## src/hw/wrr_pkg.sv

```systemverilog
package wrr_pkg;

    // register map allows eight clients at most
    localparam int MAX_CLIENTS = 8;

    // weight field width, weights 1..7
    localparam int WEIGHT_W = 3;

    typedef logic [WEIGHT_W-1:0] weight_t;

    // credit needs one bit more than the weight so weight plus one fits
    typedef logic [WEIGHT_W:0] credit_t;

    // wrapping grant counter
    typedef logic [15:0] gnt_cnt_t;

    // wishbone word address and data
    typedef logic [4:0]  wb_adr_t;
    typedef logic [31:0] wb_dat_t;

    // weight of client i at ADR_WEIGHT_BASE + i
    localparam wb_adr_t ADR_WEIGHT_BASE = 5'd0;

    // client enable mask, one bit per client
    localparam wb_adr_t ADR_ENABLE = 5'd8;

    // grant counter of client i at ADR_COUNT_BASE + i
    localparam wb_adr_t ADR_COUNT_BASE = 5'd16;

endpackage

```

## src/hw/wb_weight_regs.sv

```systemverilog
`timescale 1ns/10ps

module wb_weight_regs #(
    parameter int CLIENTS = 8
) (
    input  logic                           clk,
    input  logic                           rst_n,
    input  logic                           wb_cyc,
    input  logic                           wb_stb,
    input  logic                           wb_we,
    input  wrr_pkg::wb_adr_t               wb_adr,
    input  wrr_pkg::wb_dat_t               wb_dat_w,
    output wrr_pkg::wb_dat_t               wb_dat_r,
    output logic                           wb_ack,
    input  logic             [CLIENTS-1:0] grant,
    output wrr_pkg::weight_t [CLIENTS-1:0] weights,
    output logic             [CLIENTS-1:0] req_en
);

    // per-client grant counters, wrap at 16 bits
    wrr_pkg::gnt_cnt_t [CLIENTS-1:0] gnt_cnt;

    // new transfer seen, ack not yet given
    logic access;
    logic wr;

    // address decode
    logic [CLIENTS-1:0] w_hit;
    logic [CLIENTS-1:0] c_hit;
    logic               en_hit;

    wrr_pkg::wb_dat_t rd_data;

    assign access = wb_cyc & wb_stb & ~wb_ack;
    assign wr     = access & wb_we;
    assign en_hit = (wb_adr == wrr_pkg::ADR_ENABLE);

    // one ack cycle per transfer, so a transfer takes two cycles
    always_ff @(posedge clk or negedge rst_n) begin
        if (!rst_n) begin
            wb_ack <= 1'b0;
        end else begin
            wb_ack <= access;
        end
    end

    for (genvar i = 0; i < CLIENTS; i++) begin : g_reg
        assign w_hit[i] = (wb_adr == wrr_pkg::ADR_WEIGHT_BASE + wrr_pkg::wb_adr_t'(i));
        assign c_hit[i] = (wb_adr == wrr_pkg::ADR_COUNT_BASE + wrr_pkg::wb_adr_t'(i));

        // weight 0 would starve the client, store it as 1
        always_ff @(posedge clk or negedge rst_n) begin
            if (!rst_n) begin
                weights[i] <= wrr_pkg::weight_t'(1);
            end else if (wr && w_hit[i]) begin
                if (wb_dat_w[wrr_pkg::WEIGHT_W-1:0] == '0) begin
                    weights[i] <= wrr_pkg::weight_t'(1);
                end else begin
                    weights[i] <= wb_dat_w[wrr_pkg::WEIGHT_W-1:0];
                end
            end
        end

        // write clear beats a grant on the same edge
        always_ff @(posedge clk or negedge rst_n) begin
            if (!rst_n) begin
                gnt_cnt[i] <= '0;
            end else if (wr && c_hit[i]) begin
                gnt_cnt[i] <= '0;
            end else if (grant[i]) begin
                gnt_cnt[i] <= gnt_cnt[i] + 1'b1;
            end
        end
    end

    always_ff @(posedge clk or negedge rst_n) begin
        if (!rst_n) begin
            req_en <= '1;
        end else if (wr && en_hit) begin
            req_en <= wb_dat_w[CLIENTS-1:0];
        end
    end

    // read mux, unmapped and out-of-range addresses give 0
    always_comb begin
        rd_data = '0;
        for (int i = 0; i < CLIENTS; i++) begin
            if (w_hit[i]) begin
                rd_data = wrr_pkg::wb_dat_t'(weights[i]);
            end
            if (c_hit[i]) begin
                rd_data = wrr_pkg::wb_dat_t'(gnt_cnt[i]);
            end
        end
        if (en_hit) begin
            rd_data = wrr_pkg::wb_dat_t'(req_en);
        end
    end

    // sampled with the request, held while ack is high
    always_ff @(posedge clk) begin
        if (access) begin
            wb_dat_r <= rd_data;
        end
    end

endmodule

```

## config.mk

```make
export PLATFORM = sky130hd
export DESIGN_NAME = wb_weight_regs
export DESIGN_NICKNAME = d
export VERILOG_FILES = /design/src/hw/wrr_pkg.sv /design/src/hw/wb_weight_regs.sv
export SDC_FILE = /design/constraint.sdc
export NUM_CORES = 1
export LEC_CHECK = 0
export ABC_AREA = 1
export BUFFER_PORTS_ARGS = -buffer_cell sky130_fd_sc_hd__buf_2
export CAP_MARGIN = 0
export CORE_MARGIN = 2
export CORE_UTILIZATION = 56
export CTS_BUF_LIST = sky130_fd_sc_hd__clkbuf_4
export CTS_CLUSTER_SIZE = 24
export DETAILED_ROUTE_END_ITERATION = 6
export MAX_ROUTING_LAYER = met4
export PLACE_DENSITY = 0.77
export SLEW_MARGIN = 30
export SYNTH_ARGS = -nofsm -noshare
export SYNTH_HDL_FRONTEND = slang
export SYNTH_SLANG_ARGS = --single-unit
```

## constraint.sdc

```tcl
create_clock -name clk -period 3.2 [get_ports clk]
set_input_delay 0.64 -clock clk [delete_from_list [all_inputs] [get_ports clk]]
set_output_delay 0.64 -clock clk [all_outputs]
set_load 0.02 [all_outputs]
```

Yosys cells after proc, flatten, opt, wreduce, memory -nomap -nowiden
Index checks and enable logic that the tools add are counted.

word-level totals
  word-level logic and storage cells = 111
  register bits = 193
  output and inout bits = 65

cells by class
  $add $sub $neg = 8
  equality and inequality tests = 16
  multiplexer cells = 34
  bitwise logic cells = 4
  reductions and logical operators = 28

operators with widths
  operator                                                               number
  16-bit 2-to-1 mux                                                      31
  16-bit by 1-bit adder with 16-bit output, second input constant        8
  5-bit equality test, second input constant                             8
  5-bit by 3-bit equality test with 1-bit output, second input constant  4
  1-bit logical AND                                                      17
  2-bit nonzero test                                                     8
  16-bit OR reduction                                                    1
  5-bit by 2-bit equality test with 1-bit output, second input constant  2
  8-bit 2-to-1 mux                                                       1
  3-bit 2-to-1 mux                                                       2
  5-bit by 1-bit equality test with 1-bit output, second input constant  1
  5-bit by 4-bit equality test with 1-bit output, second input constant  1
  5-bit zero test                                                        1
  1-bit bitwise AND                                                      3
  3-bit zero test                                                        1
  1-bit NOT                                                              1

Longest topological paths before layout
  depth after elaboration = 18
  depth in mapped cells = 11
  gate-level depth less buffers = 11

Worst setup path after synthesis
Ideal clock, no wire load.

  kind = input-to-reg
  start point = in wb_cyc
  end point = reg gnt_cnt[1] in the netlist's numbering
  stages = 8
  path buffers = 2
  setup slack = 0.758 ns
  data arrival time = 2.321 ns
  cells stage by stage = nand2_1 nor2_2 nand2_4 buf_2 nor2_1 buf_2 nor2_1 a22o_1

on the way
  longest elaborated chain between the ends = 5
  elaborated cells on any way between the ends = 6
  classes of those cells = 1 x mux; 3 x bitwise; 2 x reduce/logical

ends and longest elaborated chain
  element                                                         RTL line              text
  from (decl)                                                     wb_weight_regs.sv:8   input logic wb_cyc,
  1-bit bitwise AND * (2 in series)                               wb_weight_regs.sv:34  assign access = wb_cyc & wb_stb & ~wb_ack;
  named net access                                                wb_weight_regs.sv:24  logic access;
  1-bit bitwise AND *                                             wb_weight_regs.sv:35  assign wr = access & wb_we;
  1-bit logical AND *                                             wb_weight_regs.sv:68  end else if (wr && c_hit[i]) begin
  16-bit 2-to-1 mux / 2-bit nonzero test (equally long branches)  n/a
  to (signal, indexed assignment)                                 wb_weight_regs.sv:71  gnt_cnt[i] <= gnt_cnt[i] + 1'b1;
  to (decl)                                                       wb_weight_regs.sv:21  wrr_pkg::gnt_cnt_t [CLIENTS-1:0] gnt_cnt;

The timed path passes the listed nets; every way through them passes the cells marked *.
A chain may end at the register's enable or synchronous reset.

Worst setup path in the final report
  start point = reg gnt_cnt[33] in the netlist's numbering
  end point = reg gnt_cnt[44] in the netlist's numbering

on the way
  longest elaborated chain between the ends = 3

ends and longest elaborated chain
  element                                   RTL line              text
  16-bit by 1-bit adder with 16-bit output  wb_weight_regs.sv:71
  16-bit 2-to-1 mux                         wb_weight_regs.sv:70  end else if (grant[i]) begin
  16-bit 2-to-1 mux                         wb_weight_regs.sv:68

Every way passes these cells. The select of a mux whose other input is x is not followed.

==> flow_summary.toml <==
[critical_path]
slowest_stage = "dfrtp_1"
arrival_ns = 2.50
timing.rr.start = "gnt_cnt[33]$_DFFE_PN0P_"
r2r_slack_ns = 1.16
worstPathMaxFanout = 4
required_ns = 3.66
path_cells = "ha_1 -> nand2_1 -> nor3_1 -> nand4_1 -> nor3_1 -> nand2_1 -> nand3_1 -> o21ai_0"
startpoint = "gnt_cnt[33]$_DFFE_PN0P_"
slowest_delay_ns = 0.49
rr_worst_depth = 8
r2r-end = "gnt_cnt[44]$_DFFE_PN0P_"
critPathCaptureType = "flip-flop"
cp-start-kind = "flip-flop"
worst-setup-path-type = "flip-flop to flip-flop"

[synth]
yosysUniqueCellTypes = 48
yosysSeqAreaShare_pct = 45.35
syn_inst = 1274
synth-seq-cells = 177
synth_area_leaders = "dfrtp_1, nand2_1, inv_1, nor2_1, edfxtp_1"
synthArstFlopShare_pct = 90.96
yosys.area.top_type_share_pct = 36.33
avgSynthCellArea_um2 = 7.839
synth_edf_count = 16
synth_area_leader_cell = "dfrtp_1"
yosys_warnings = 0
ys.flop_type = "dfrtp_1"
syn_area_um2 = 9987

[routing]
drt_iter0_drc = 787
firstDrtPassIters = 5
vias = 8916
wirelength_um = 24430
route.detailed.drc = 0
vias_per_cell = 5.604
wire_per_inst_um = 15.35
drtAntennaViolNets = 0

[worst_hold_path]
hold_class = "primary input to asynchronous set/reset pin"

[placed_design]
io_buffers = 74
place_congestion = 0.9536
dp_hpwl_um = 18460

[sta]
rsz0062_at_grt = "no"
fin_crit_sh_pct = 63.80
max_freq_mhz = 489.8
finalClockSkew_ns = 0.02456
min_period_ns = 2.042
timing.hold.ws_ns = 0.04643
setup_viol = 0
worst_pin_slew_ns = 0.7259
slew_violations = 0
slew-limit-headroom_pct = 51.60
hold_viol_final = 0
finalSetupTns_ns = 0

[final_layout]
finalNetCount = 1409
drive_gt1_share_pct = 14.37
postLayoutCoreUtil_pct = 62.77
area_growth_pct = 9.083
num-fill-cells = 1497

[clock_network]
cts_buffer_depth = 2
cts_setup_buffers = 0
cts_resized = 0
ctsHoldBuffers = 0
cts_sinks = 177
cts.clk_slew.worst_paths_ns = 0.15
cts_htree_levels = 4
root_buffer = "clkbuf_4"
cts_tree = "built"
clkLatencyLatePin_ns = 0.58
cts_buffers = 17

[grt]
grt_max_degree = 77
grt_pass1_vias = 8097
antenna_found_initial = 1
grt_usage_pct = 28.16
grt_pass1_wl_um = 40250
grt_overflow_total = 0

[floorplan]
start_util_pct = 57.54
die_h_um = 137.5
die_width_um = 137.5
dieArea_um2 = 18920
io-pin-count = 115
design.core.area_um2 = 17360
rows = 48

[flow_run]
cap_violations = 0

[pwr]
vdd_ir_drop_max_mv = 0.3131
leakage_nw = 5.265
powerDensity_nw_per_um2 = 570.8

[run_status]
status = "complete, no violations"
-- metal layers --
layer / track usage [%] / share of wire (%)
met2: 39.66 / 44
met5: - / 0
met4: 9.966 / 2.6
met3: 3.974 / 6.8
met1: 41.68 / 47
-- how the worst max path moves through the flow --
stage,end,slack (ns),cells after the start
floorplan,gnt_cnt[1]$_DFFE_PN0P_,0.76,8
global placement,req_en[5]$_DFFE_PN1P_,0.67,6
detailed placement,gnt_cnt[11]$_DFFE_PN0P_,0.60,8
CTS,weights[15],1.20,1
global route,gnt_cnt[60]$_DFFE_PN0P_,0.92,7
finish,gnt_cnt[44]$_DFFE_PN0P_,1.16,8
-- power breakdown --
group | internal [W] | total (W) | switching (W) | leakage [nW]
Clock | 0.000628 | 0.00143 | 0.000800 | 0.168
Sequential | 0.00279 | 0.00330 | 0.000512 | 2.05
Combinational | 0.000516 | 0.00149 | 0.000978 | 3.05
Total | 0.00393 | 0.00622 | 0.00229 | 5.26
-- cells by family after synthesis --
kind of cell	synth area share, %
compound gates	10.55
other cells	0.03755
xor+xnor	1.666
flops	45.35
simple gates	29.92
fa+ha+maj	1.002
buf+inv	9.221
mux	2.255
-- synthesized netlist by cell type, drive strengths merged, types with 2 or more instances --
cell type	count
a211oi	4
a21oi	74
a22o	4
a31oi	11
and3	4
buf	35
clkbuf	7
dfrtp	145
dfstp	16
edfxtp	16
ha	8
inv	179
mux2	20
nand2	244
nand3	74
nand3b	2
nand4	57
nor2	172
nor3	73
nor3b	6
nor4	8
o2111ai	8
o211a	2
o21a	4
o21ai	67
o22ai	9
xnor2	6
xor2	13
-- final cells by class --
type | count | area [um^2] | share of cell area [%]
flip-flops and latches | 177 | 4529 | 41.58
inverters | 180 | 678.2 | 6.225
well taps | 225 | 281.5 | 2.584
clock inverters | 14 | 187.7 | 1.723
diodes | 2 | 5.005 | 0.04594
repair buffers | 85 | 484.2 | 4.445
multi-input cells | 890 | 4593 | 42.16
clock buffers | 18 | 135.1 | 1.240
-- stage by stage --
step | area (um^2) | std cells | total power, W | worst slack, ns
after detailed placement | 10570 | 1557 | 0.004805 | 0.6033
after global placement | 10570 | 1557 | 0.004734 | 0.6745
after CTS | 10890 | 1589 | 0.006220 | 1.201
after global routing | 10890 | 1591 | 0.006624 | 0.9209
final | 10890 | 1591 | 0.006219 | 1.158
after floorplan | 10040 | 1289 | 0.004306 | 0.7579
-- registers in the layout, summed over array words and instances (netlist names) --
name      cells
wb_dat_r     16
wb_ack        1
weights      24
gnt_cnt     128
req_en        8
-- critical path: cells and delay by family, from the launching register on --
kind	cells	cell delay, ns
compound gates	1	0.08
simple gates	6	1.13
fa+ha+maj	1	0.22
flops	1	0.49
-- layout by cell type (no fill, tap or decap), drive strengths merged, types with 18 or more instances in the layout --
master    n
nor3     73
buf      85
mux2     20
a21oi    74
nor2    172
nand4    57
clkbuf   18
nand2   244
inv     181
dfrtp   145
nand3    74
o21ai    67
No activity file was read; power rests on OpenSTA's default activity.
